--- config.mk ---
export PLATFORM = sky130hd
export DESIGN_NAME = spyhunter_board_top
export DESIGN_NICKNAME = d
export VERILOG_FILES = /design/src/design/spyhunter_pkg.sv /design/src/design/audio_mixer.sv /design/src/design/reset_sequencer.sv /design/src/design/rom_dl_writer.sv /design/src/design/sigma_delta_dac.sv /design/src/design/spyhunter_board_top.sv
export VERILOG_INCLUDE_DIRS = /design/src /design/src/design
export SDC_FILE = /design/constraint.sdc
export NUM_CORES = 1
export LEC_CHECK = 0
export BUFFER_PORTS_ARGS = -buffer_cell sky130_fd_sc_hd__buf_2
export CAP_MARGIN = 5
export CORE_MARGIN = 5
export CORE_UTILIZATION = 45
export DETAILED_ROUTE_END_ITERATION = 10
export MAX_ROUTING_LAYER = met4
export PLACE_DENSITY = 0.71
export SETUP_SLACK_MARGIN = 0.4
export SYNTH_ARGS = -nofsm -noshare
export SYNTH_HDL_FRONTEND = slang
export SYNTH_HIERARCHICAL = 1
export SYNTH_SLANG_ARGS = --single-unit
export TNS_END_PERCENT = 10
--- constraint.sdc ---
create_clock -name clk_sys -period 6.5 [get_ports clk_sys]
set_input_delay 0.325 -clock clk_sys [delete_from_list [all_inputs] [get_ports clk_sys]]
set_output_delay 0.325 -clock clk_sys [all_outputs]
set_load 0.03 [all_outputs]
--- src/design/spyhunter_settings.svh ---
/*
 * spy hunter board settings
 * widths, download region bases, reset hold time and audio scaling
 */
`ifndef SPYHUNTER_SETTINGS_SVH
`define SPYHUNTER_SETTINGS_SVH

`default_nettype none

// ====================================================================
// download stream and memory ports
// ====================================================================
`define DL_ADDR_W      25
`define MEM_ADDR_W     23
`define SPRITE_BASE    17'h18000
`define WIDE_ROM_BIT   16
`define NVRAM_INDEX    8'hff

// countdown reload for the second reset pulse
`define RESET_HOLD     16'hffff

// ====================================================================
// audio
// ====================================================================
`define AUDIO_W        16
`define CSD_AUDIO_W    10
`define CSD_SHIFT      5

`default_nettype wire

`endif

--- src/design/spyhunter_pkg.sv ---
/*
 * spy hunter board types
 * vector typedefs shared by the download, reset and audio blocks
 */
`include "spyhunter_settings.svh"

`default_nettype none

package spyhunter_pkg;

	// download stream
	typedef logic [`DL_ADDR_W-1:0]   dl_addr_t;
	typedef logic [7:0]              dl_byte_t;
	typedef logic [7:0]              dl_index_t;

	// memory side, one 16-bit word per address
	typedef logic [`MEM_ADDR_W-1:0]  mem_addr_t;
	// {high byte, low byte} select
	typedef logic [1:0]              byte_lanes_t;
	typedef logic [15:0]             mem_word_t;

	// audio samples
	typedef logic [`AUDIO_W-1:0]     sample_t;
	typedef logic [`CSD_AUDIO_W-1:0] csd_sample_t;

endpackage

`default_nettype wire

--- src/design/audio_mixer.sv ---
/*
 * audio mixer
 * adds the scaled sound-board sample into both stereo channels and
 * drives each channel through its own one-bit dac
 */
`include "spyhunter_settings.svh"

`default_nettype none

module audio_mixer (
	input  wire                        clk_sys,
	input  wire                        rst_i,
	input  spyhunter_pkg::sample_t     audio_l_i,
	input  spyhunter_pkg::sample_t     audio_r_i,
	input  spyhunter_pkg::csd_sample_t csd_audio_i,
	output logic                       audio_l_o,
	output logic                       audio_r_o
);
	import spyhunter_pkg::*;

	sample_t mix_l_q;
	sample_t mix_r_q;

	// sum to one bit of headroom, keep the top bits
	function automatic sample_t mix(input sample_t a, input csd_sample_t c);
		logic [`AUDIO_W:0] sum;
		sum = (`AUDIO_W+1)'(a) + ((`AUDIO_W+1)'(c) << `CSD_SHIFT);
		return sum[`AUDIO_W:1];
	endfunction

	always_ff @(posedge clk_sys) begin
		mix_l_q <= mix(audio_l_i, csd_audio_i);
		mix_r_q <= mix(audio_r_i, csd_audio_i);
	end

	sigma_delta_dac #(.SAMPLE_W(`AUDIO_W)) dac_l (
		.clk_sys  (clk_sys),
		.rst_i    (rst_i),
		.sample_i (mix_l_q),
		.dac_o    (audio_l_o)
	);

	sigma_delta_dac #(.SAMPLE_W(`AUDIO_W)) dac_r (
		.clk_sys  (clk_sys),
		.rst_i    (rst_i),
		.sample_i (mix_r_q),
		.dac_o    (audio_r_o)
	);

endmodule

`default_nettype wire

--- src/design/reset_sequencer.sv ---
/*
 * reset sequencer
 * holds the game in reset until a rom has loaded, then adds a
 * single-cycle second reset pulse after the hold countdown
 */
`include "spyhunter_settings.svh"

`default_nettype none

module reset_sequencer (
	input  wire  clk_sys,
	input  wire  rst_i,
	input  wire  dl_active_i,
	input  wire  menu_reset_i,
	input  wire  button_reset_i,
	output logic game_reset_o
);

	logic                             dl_active_q;
	logic                             rom_loaded_q;
	logic [$bits(`RESET_HOLD)-1:0]    count_q;
	logic                             request_w;

	assign request_w = menu_reset_i || button_reset_i || !rom_loaded_q;

	always_ff @(posedge clk_sys) begin
		if (rst_i) begin
			dl_active_q  <= 1'b0;
			rom_loaded_q <= 1'b0;
			count_q      <= `RESET_HOLD;
			game_reset_o <= 1'b1;
		end else begin
			dl_active_q <= dl_active_i;
			// end of a download means a rom is in memory
			if (dl_active_q && !dl_active_i) begin
				rom_loaded_q <= 1'b1;
			end

			if (request_w) begin
				count_q <= `RESET_HOLD;
			end else if (count_q != '0) begin
				count_q <= count_q - 1'b1;
			end

			// the game needs a second reset once it has run for a while
			game_reset_o <= request_w || (count_q == 1);
		end
	end

	a_hold_until_loaded: assert property (@(posedge clk_sys) disable iff (rst_i)
		!rom_loaded_q |-> game_reset_o);

endmodule

`default_nettype wire

--- src/design/rom_dl_writer.sv ---
/*
 * rom download writer
 * turns rising download write strobes into toggle requests on the
 * program port and the 32-bit sprite port, with remapped addresses
 */
`include "spyhunter_settings.svh"

`default_nettype none

module rom_dl_writer (
	input  wire                        clk_sys,
	input  wire                        rst_i,
	input  wire                        dl_active_i,
	input  wire                        dl_wr_i,
	input  spyhunter_pkg::dl_index_t   dl_index_i,
	input  spyhunter_pkg::dl_addr_t    dl_addr_i,
	input  spyhunter_pkg::dl_byte_t    dl_data_i,
	// program port, 8-bit and 16-bit roms
	output logic                       prog_req_o,
	output spyhunter_pkg::mem_addr_t   prog_addr_o,
	output spyhunter_pkg::byte_lanes_t prog_lanes_o,
	output logic                       prog_we_o,
	output spyhunter_pkg::mem_word_t   prog_data_o,
	// sprite port
	output logic                       sprite_req_o,
	output spyhunter_pkg::mem_addr_t   sprite_addr_o,
	output spyhunter_pkg::byte_lanes_t sprite_lanes_o,
	output logic                       sprite_we_o,
	output spyhunter_pkg::mem_word_t   sprite_data_o,
	output logic                       nvram_wr_o
);
	import spyhunter_pkg::*;

	logic     dl_wr_q;
	logic     accept_w;
	logic     wide_w;
	dl_addr_t prog_full_w;
	dl_addr_t sprite_off_w;

	// ====================================================================
	// accept and remap
	// ====================================================================

	// only index 0 is rom data, and only the rising edge of the strobe counts
	assign accept_w = dl_active_i && (dl_index_i == '0) && dl_wr_i && !dl_wr_q;

	// the 16-bit rom interleaves its two halves, bit 14 becomes the lane
	assign wide_w      = dl_addr_i[`WIDE_ROM_BIT];
	assign prog_full_w = wide_w ? {dl_addr_i[24:15], dl_addr_i[13:0], dl_addr_i[14]}
	                            : dl_addr_i;

	// sprite roms merge into 32-bit words: bit 16 picks the word half,
	// bit 15 the byte lane
	assign sprite_off_w = dl_addr_i - `DL_ADDR_W'(`SPRITE_BASE);

	assign prog_we_o   = dl_active_i;
	assign sprite_we_o = dl_active_i;
	assign nvram_wr_o  = dl_wr_i && (dl_index_i == `NVRAM_INDEX);

	// ====================================================================
	// registers
	// ====================================================================
	always_ff @(posedge clk_sys) begin
		if (rst_i) begin
			dl_wr_q      <= 1'b0;
			prog_req_o   <= 1'b0;
			sprite_req_o <= 1'b0;
		end else begin
			dl_wr_q <= dl_wr_i;
			if (accept_w) begin
				prog_req_o   <= ~prog_req_o;
				sprite_req_o <= ~sprite_req_o;
			end
		end
	end

	// payload, updated in the same cycle as the toggles
	always_ff @(posedge clk_sys) begin
		if (accept_w) begin
			prog_addr_o    <= prog_full_w[`MEM_ADDR_W:1];
			prog_lanes_o   <= {prog_full_w[0], ~prog_full_w[0]};
			prog_data_o    <= {dl_data_i, dl_data_i};
			sprite_addr_o  <= {sprite_off_w[23:17], sprite_off_w[14:0], sprite_off_w[16]};
			sprite_lanes_o <= {sprite_off_w[15], ~sprite_off_w[15]};
			sprite_data_o  <= {dl_data_i, dl_data_i};
		end
	end

	// both memory ports are written in lockstep
	a_req_equal: assert property (@(posedge clk_sys) disable iff (rst_i)
		prog_req_o == sprite_req_o);

	// no toggle without an accepted write on the previous edge
	a_req_cause: assert property (@(posedge clk_sys) disable iff (rst_i)
		$changed(prog_req_o) |-> $past(accept_w));

endmodule

`default_nettype wire

--- src/design/sigma_delta_dac.sv ---
/*
 * first-order sigma-delta dac
 * one-bit output whose density of ones follows the unsigned sample
 */
`include "spyhunter_settings.svh"

`default_nettype none

module sigma_delta_dac #(
	parameter int SAMPLE_W = `AUDIO_W
) (
	input  wire                 clk_sys,
	input  wire                 rst_i,
	input  wire  [SAMPLE_W-1:0] sample_i,
	output logic                dac_o
);

	// one extra bit holds the carry of the last sum
	logic [SAMPLE_W:0] acc_q;

	always_ff @(posedge clk_sys) begin
		if (rst_i) begin
			acc_q <= '0;
		end else begin
			acc_q <= {1'b0, acc_q[SAMPLE_W-1:0]} + {1'b0, sample_i};
		end
	end

	assign dac_o = acc_q[SAMPLE_W];

endmodule

`default_nettype wire

--- src/design/spyhunter_board_top.sv ---
/*
 * spy hunter board top level
 * rom download write path, game reset sequencing and audio output
 */
`default_nettype none

module spyhunter_board_top (
	input  wire                        clk_sys,
	input  wire                        rst_i,
	// rom download stream
	input  wire                        dl_active_i,
	input  wire                        dl_wr_i,
	input  spyhunter_pkg::dl_index_t   dl_index_i,
	input  spyhunter_pkg::dl_addr_t    dl_addr_i,
	input  spyhunter_pkg::dl_byte_t    dl_data_i,
	// reset requests
	input  wire                        menu_reset_i,
	input  wire                        button_reset_i,
	// audio from the game and sound boards
	input  spyhunter_pkg::sample_t     audio_l_i,
	input  spyhunter_pkg::sample_t     audio_r_i,
	input  spyhunter_pkg::csd_sample_t csd_audio_i,
	// program port
	output logic                       prog_req_o,
	output spyhunter_pkg::mem_addr_t   prog_addr_o,
	output spyhunter_pkg::byte_lanes_t prog_lanes_o,
	output logic                       prog_we_o,
	output spyhunter_pkg::mem_word_t   prog_data_o,
	// sprite port
	output logic                       sprite_req_o,
	output spyhunter_pkg::mem_addr_t   sprite_addr_o,
	output spyhunter_pkg::byte_lanes_t sprite_lanes_o,
	output logic                       sprite_we_o,
	output spyhunter_pkg::mem_word_t   sprite_data_o,
	output logic                       nvram_wr_o,
	output logic                       game_reset_o,
	output logic                       audio_l_o,
	output logic                       audio_r_o
);

	// ====================================================================
	// rom download
	// ====================================================================
	rom_dl_writer u_rom_dl_writer (
		.clk_sys        (clk_sys),
		.rst_i          (rst_i),
		.dl_active_i    (dl_active_i),
		.dl_wr_i        (dl_wr_i),
		.dl_index_i     (dl_index_i),
		.dl_addr_i      (dl_addr_i),
		.dl_data_i      (dl_data_i),
		.prog_req_o     (prog_req_o),
		.prog_addr_o    (prog_addr_o),
		.prog_lanes_o   (prog_lanes_o),
		.prog_we_o      (prog_we_o),
		.prog_data_o    (prog_data_o),
		.sprite_req_o   (sprite_req_o),
		.sprite_addr_o  (sprite_addr_o),
		.sprite_lanes_o (sprite_lanes_o),
		.sprite_we_o    (sprite_we_o),
		.sprite_data_o  (sprite_data_o),
		.nvram_wr_o     (nvram_wr_o)
	);

	// ====================================================================
	// game reset
	// ====================================================================
	reset_sequencer u_reset_sequencer (
		.clk_sys        (clk_sys),
		.rst_i          (rst_i),
		.dl_active_i    (dl_active_i),
		.menu_reset_i   (menu_reset_i),
		.button_reset_i (button_reset_i),
		.game_reset_o   (game_reset_o)
	);

	// ====================================================================
	// audio
	// ====================================================================
	audio_mixer u_audio_mixer (
		.clk_sys     (clk_sys),
		.rst_i       (rst_i),
		.audio_l_i   (audio_l_i),
		.audio_r_i   (audio_r_i),
		.csd_audio_i (csd_audio_i),
		.audio_l_o   (audio_l_o),
		.audio_r_o   (audio_r_o)
	);

endmodule

`default_nettype wire

Yosys cells after proc, flatten, opt, wreduce, memory -nomap -nowiden
Cells that the tools add are included.
{"block": "totals", "reg_bits": 154, "input_bits": 89, "output_inout_bits": 90, "word_cells": 43}
{"block": "op_classes", "n_addsub": 6, "n_eq_ne": 2, "n_mux": 1, "bitwise": 4, "n_reduce_logical": 14}
{"op": "16-bit by 15-bit adder with 17-bit output", "count": 2}
{"op": "16-bit by 16-bit adder with 17-bit output", "count": 2}
{"op": "24-bit by 17-bit subtractor with 24-bit output (second input constant)", "count": 1}
{"op": "17-bit 2-to-1 mux", "count": 1}
{"op": "16-bit by 1-bit == test with 1-bit output (second input constant)", "count": 1}
{"op": "16-bit nonzero test", "count": 1}
{"op": "16-bit by 1-bit subtractor with 16-bit output (second input constant)", "count": 1}
{"op": "8-bit == test (second input constant)", "count": 1}
{"op": "8-bit zero test", "count": 1}
{"op": "1-bit logical AND", "count": 5}
{"op": "1-bit inverter", "count": 4}
{"op": "1-bit zero test", "count": 3}
{"op": "1-bit logical OR", "count": 3}
{"op": "2-bit OR reduction", "count": 1}

Logic depth before layout (Yosys ltp)
{"block": "logic_depth", "ltp_word": 4, "ltp_mapped": 7, "ltp_nobuf": 7}

Cells and area by module
The synthesis kept the hierarchy.
{"module": "rom_dl_writer", "instances": 1, "cells_per_inst": 138, "area_per_inst_um2": 2393.5}
{"module": "sigma_delta_dac", "instances": 2, "cells_per_inst": 135, "area_per_inst_um2": 1168.6}
{"module": "audio_mixer", "instances": 1, "cells_per_inst": 143, "area_per_inst_um2": 1482.7}
{"module": "reset_sequencer", "instances": 1, "cells_per_inst": 104, "area_per_inst_um2": 938.4}

Worst setup path before layout
OpenSTA, ideal clock, no wires.
{"block": "synth_timing", "path_type": "input to register", "start": "input port dl_index_i[0]", "end": "register u_rom_dl_writer.prog_req_o", "setup_ns": 0.121, "t_arrival_ns": 3.303, "required_ns": 6.379, "path_slack_ns": 3.076, "cell_stages": 3, "n_path_buf": 0, "cell_sequence": "or4_4 -> nor4_4 -> mux2_2"}
{"block": "synth_between", "elab_chain_len": 4}
{"element": "from (decl)", "line": "spyhunter_board_top.sv:13", "source": "input spyhunter_pkg::dl_index_t dl_index_i,"}
{"element": "8-bit zero test", "line": "rom_dl_writer.sv:45", "source": "assign accept_w = dl_active_i && (dl_index_i == '0) && dl_wr_i && !dl_wr_q;"}
{"element": "1-bit logical AND (3 in series)", "line": "rom_dl_writer.sv:45"}
{"element": "net u_rom_dl_writer.accept_w", "line": "rom_dl_writer.sv:35", "source": "logic accept_w;"}
{"element": "to (signal assigned)", "line": "rom_dl_writer.sv:71", "source": "prog_req_o <= ~prog_req_o;"}
{"element": "to (decl)", "line": "rom_dl_writer.sv:19", "source": "output logic prog_req_o,"}
The timed path passes the listed nets, and every way through them passes these cells.
A chain may end at the register's enable or synchronous reset.

Final worst setup path
{"block": "layout_timing", "start": "register u_audio_mixer.mix_l_q[0]", "end": "register u_audio_mixer.dac_l.acc_q[10]"}
{"block": "layout_between", "elab_chain_len": 1}
{"element": "from (decl)", "line": "audio_mixer.sv:21", "source": "sample_t mix_l_q;"}
{"element": "from (signal assigned)", "line": "audio_mixer.sv:32", "source": "mix_l_q <= mix(audio_l_i, csd_audio_i);"}
{"element": "16-bit by 16-bit adder with 17-bit output", "line": "sigma_delta_dac.sv:25", "source": "acc_q <= {1'b0, acc_q[SAMPLE_W-1:0]} + {1'b0, sample_i};"}
{"element": "to (signal assigned)", "line": "sigma_delta_dac.sv:25"}
{"element": "to (decl)", "line": "sigma_delta_dac.sv:19", "source": "logic [SAMPLE_W:0] acc_q;"}
Every way passes these cells.

==> key figures <==
Outcome
  – Outcome: finished, final reports clean

STA
  – Slew headroom: 46.25%
  – Setup WS post-layout: 4.147 ns
  – Least-Margin Pin Slew: 0.7950 ns
  – Final Hold Fails: 0
  – Clock Skews: 0.006461 ns
  – Fmax: 425.0 MHz
  – Pins Over Slew Limit: 0
  – Final TNS setup: 0 ns
  – Tmin final: 2.353 ns
  – Tcrit/Tclk final: 36.20%
  – # setup viols final: 0
  – RSZ-0062 raised after global routing: no

Final layout
  – Share of cells above drive strength 1: 30.30%
  – Fill cells: about 1,400
  – # nets final: 970
  – Most frequent cells in the layout: buf_2 (175), dfxtp_1 (88), edfxtp_1 (57)
  – Seq. cell area: 3473 sq um
  – Area Growth Syn to Fin: 22.48%
  – Most common cell after layout, fill and taps aside: buf_2
  – Final Instance Area: 8760 sq um
  – Final core occ: 55.75%
  – Area of the multi-input gates: 3361 sq um

Synth
  – Synth area leaders: dfxtp_1 (25%), edfxtp_1 (24%), ha_1 (9.6%)
  – Synth Register Bits: about 150
  – Main synth FF type: dfxtp_1
  – Cell variety after synth: 66
  – Area leader, netlist: dfxtp_1
  – Mean Syn Cell Area: 10.92 sq um
  – EDFF count, synth: 57
  – Mapped Area: around 7200 sq um
  – Register area share after synthesis: 48.57%
  – Syn Inst Count: between 600 and 700
  – Asr flop ratio synth: 0%
  – Area share of the largest cell type after synthesis: 24.63%
  – Mapped Nets: 803
  – Yosys warning count: 6

Place
  – Gpl congestion: 0.8680
  – Port bufs: roughly 180
  – Pre-CTS setup slack: 4.092 ns
  – DP HPWL: 11,310 um
  – DP Area: 8078 sq um

Drt
  – # DRC: 0
  – Initial DRC count: approximately 260
  – Via-to-Cell Ratio: 5.104
  – Drt pass-1 iters: 4
  – Antenna-violating nets left: 0
  – Final WL: 14,810 um
  – Drt wl/cell: about 14 um
  – Vias: around 5,400

Job
  – Max Cap Viol: 0

CTS
  – Postcts setup bufs: 0
  – Root Driver: clkbuf_16
  – Clk slew on worst S/H paths: around 0.06 ns
  – Num CTS Buffers: 17
  – CTS tree: yes
  – CTS sink cnt: ~150
  – Skew-Pair Late Insertion Delay: 0.41 ns
  – Longest Clk Path Bufs: 2
  – H-tree levels: 4

Worst setup path
  – CP required: between 6 and 7 ns
  – CP Max Fanout: 5
  – Crit Path Category: register to register
  – CP arrival: 2.65 ns
  – CP Capture Type: register
  – Setup crit start kind: register

Floorplanning
  – Die Area: 18,510 sq um
  – # rows: 46
  – CORE AREA: roughly 16,000 sq um
  – Die Ht: 136.1 um
  – Initial Util: between 40% and 50%
  – Width of the die: 136.1 um
  – I/O pin count: 179

Worst hold path
  – Worst hold path class: input port to register

Global routing
  – Global-route wire length before repair: roughly 23,000 um
  – Initial antenna violation count: 2
  – Vias in the first global route: 5,016
  – Largest net degree at the start of global routing: 60
  – Remaining global-route overflow: 0
  – Total track usage: ~16%

Power and ir drop
  – Leak: 3.766 nW
  – Peak supply drop: 0.0001815 V
  – Power density over the cells: 333.2 nW/um^2
  – Tot Pwr: 2.919 mW
## routing by layer
metal	global-route usage [%]	vias up	routed length, um
li1	-	2723	-
met1	18.98	2476	6351
met2	26.94	157	7198
met3	4.182	18	1039
met4	6.607	0	223
met5	-	-	0
## cells in the mapped netlist, types with 3 or more instances
master and n:
a211o_1 3, a311oi_1 4, mux2i_1 3, inv_1 20, nand2_1 33, o211ai_1 7, nand4_1 4, mux2_2 23
or2_2 3, clkbuf_1 6, nor2b_1 16, xnor2_1 20, a31oi_1 3, nor2_1 50, edfxtp_1 57, o22ai_1 7
o31ai_1 7, ha_1 55, buf_4 27, or3_1 7, nor4_4 3, a21o_1 14, a21oi_1 46, nand2b_1 3
xor2_1 22, nor4_1 5, a211oi_1 3, o21bai_1 5, nor4b_1 3, and3_1 4, nand3_1 17, nor3_1 12
dfxtp_1 88, fa_1 4, o21a_1 4, o21ai_0 24
## where the power goes
group          switching [mW]  internal, mW  total (mW)
combinational           0.479         0.386       0.865
clock                   0.355         0.602       0.956
sequential             0.0391          1.06        1.10
total                   0.873          2.05        2.92
## kinds of logic (layout without fill, tap and decap cells)
kind of cell	after synthesis	after routing	synth area share, %
other	0	2	0
multiplexers	28	28	4.356
XOR/XNOR	42	42	5.143
flip-flops	145	145	48.57
AO/OA/AOI/OAI	144	144	13.03
AND/OR/NAND/NOR	179	179	13.63
buffers and inverters	58	238	4.531
adder cells (fa/ha/maj)	59	59	10.74
## repair_timing
action,4_1_cts,5_1_grt
gates resized for setup,0,0
hold buffers,8,0
hold endpoints to repair,8,0
## worst max-delay path: stages (launching register included)
cell and delay, ns:
dfxtp_1 0.30, ha_1 0.23, fa_1 0.41, a21o_1 0.22
a31oi_2 0.30, nor3_1 0.11, a311oi_1 0.31, mux2_1 0.36
## worst paths after layout
| check | from | end | slack [ns] | depth (start not counted) |
|---|---|---|---|---|
| worst max register to register | u_audio_mixer/mix_l_q[0]$_DFF_P_ | u_audio_mixer/dac_l/acc_q[10]$_SDFF_PP0_ | 4.15 | 7 |
| worst min register to register | u_reset_sequencer/dl_active_q$_SDFF_PP0_ | u_reset_sequencer/rom_loaded_q$_SDFFE_PP0P_ | 0.46 | 2 |
| worst min-delay path | dl_data_i[6] | u_rom_dl_writer/sprite_data_o[14]$_DFFE_PP_ | 0.09 | 1 |
| worst max-delay path | u_audio_mixer/mix_l_q[0]$_DFF_P_ | u_audio_mixer/dac_l/acc_q[10]$_SDFF_PP0_ | 4.15 | 7 |
## flip-flops by register name, summed over array words and instances, names as in the netlist
signal / cells
u_reset_sequencer/rom_loaded_q: 1
u_rom_dl_writer/dl_wr_q: 1
u_rom_dl_writer/sprite_addr_o: 23
u_reset_sequencer/game_reset_o: 1
u_reset_sequencer/dl_active_q: 1
u_rom_dl_writer/sprite_data_o: 8
u_audio_mixer/dac_r/acc_q: 17
u_rom_dl_writer/sprite_req_o: 1
u_audio_mixer/mix_r_q: 16
u_audio_mixer/mix_l_q: 16
u_rom_dl_writer/prog_addr_o: 23
u_reset_sequencer/count_q: 16
u_rom_dl_writer/prog_req_o: 1
u_rom_dl_writer/prog_lanes_o: 2
u_rom_dl_writer/sprite_lanes_o: 1
u_audio_mixer/dac_l/acc_q: 17
## metrics by stage
stage	hold WS, ns	std cells
after floorplan	0.3527	655
after global placement	0.4268	1011
after detailed placement	0.4295	1011
after CTS	0.06570	1051
after global routing	0.06264	1053
final	0.09188	1053
## cell type report
| type | instances | area share [%] |
|---|---|---|
| sequential | 145 | 39.65 |
| multi-input combinational | 452 | 38.37 |
| timing repair buffer | 186 | 11.17 |
| clock buffer | 25 | 6.028 |
| tap | 216 | 3.085 |
| inverter | 20 | 0.8570 |
| clock inverter | 7 | 0.7856 |
| antenna | 2 | 0.05713 |
(Power assumes the default switching activity.)
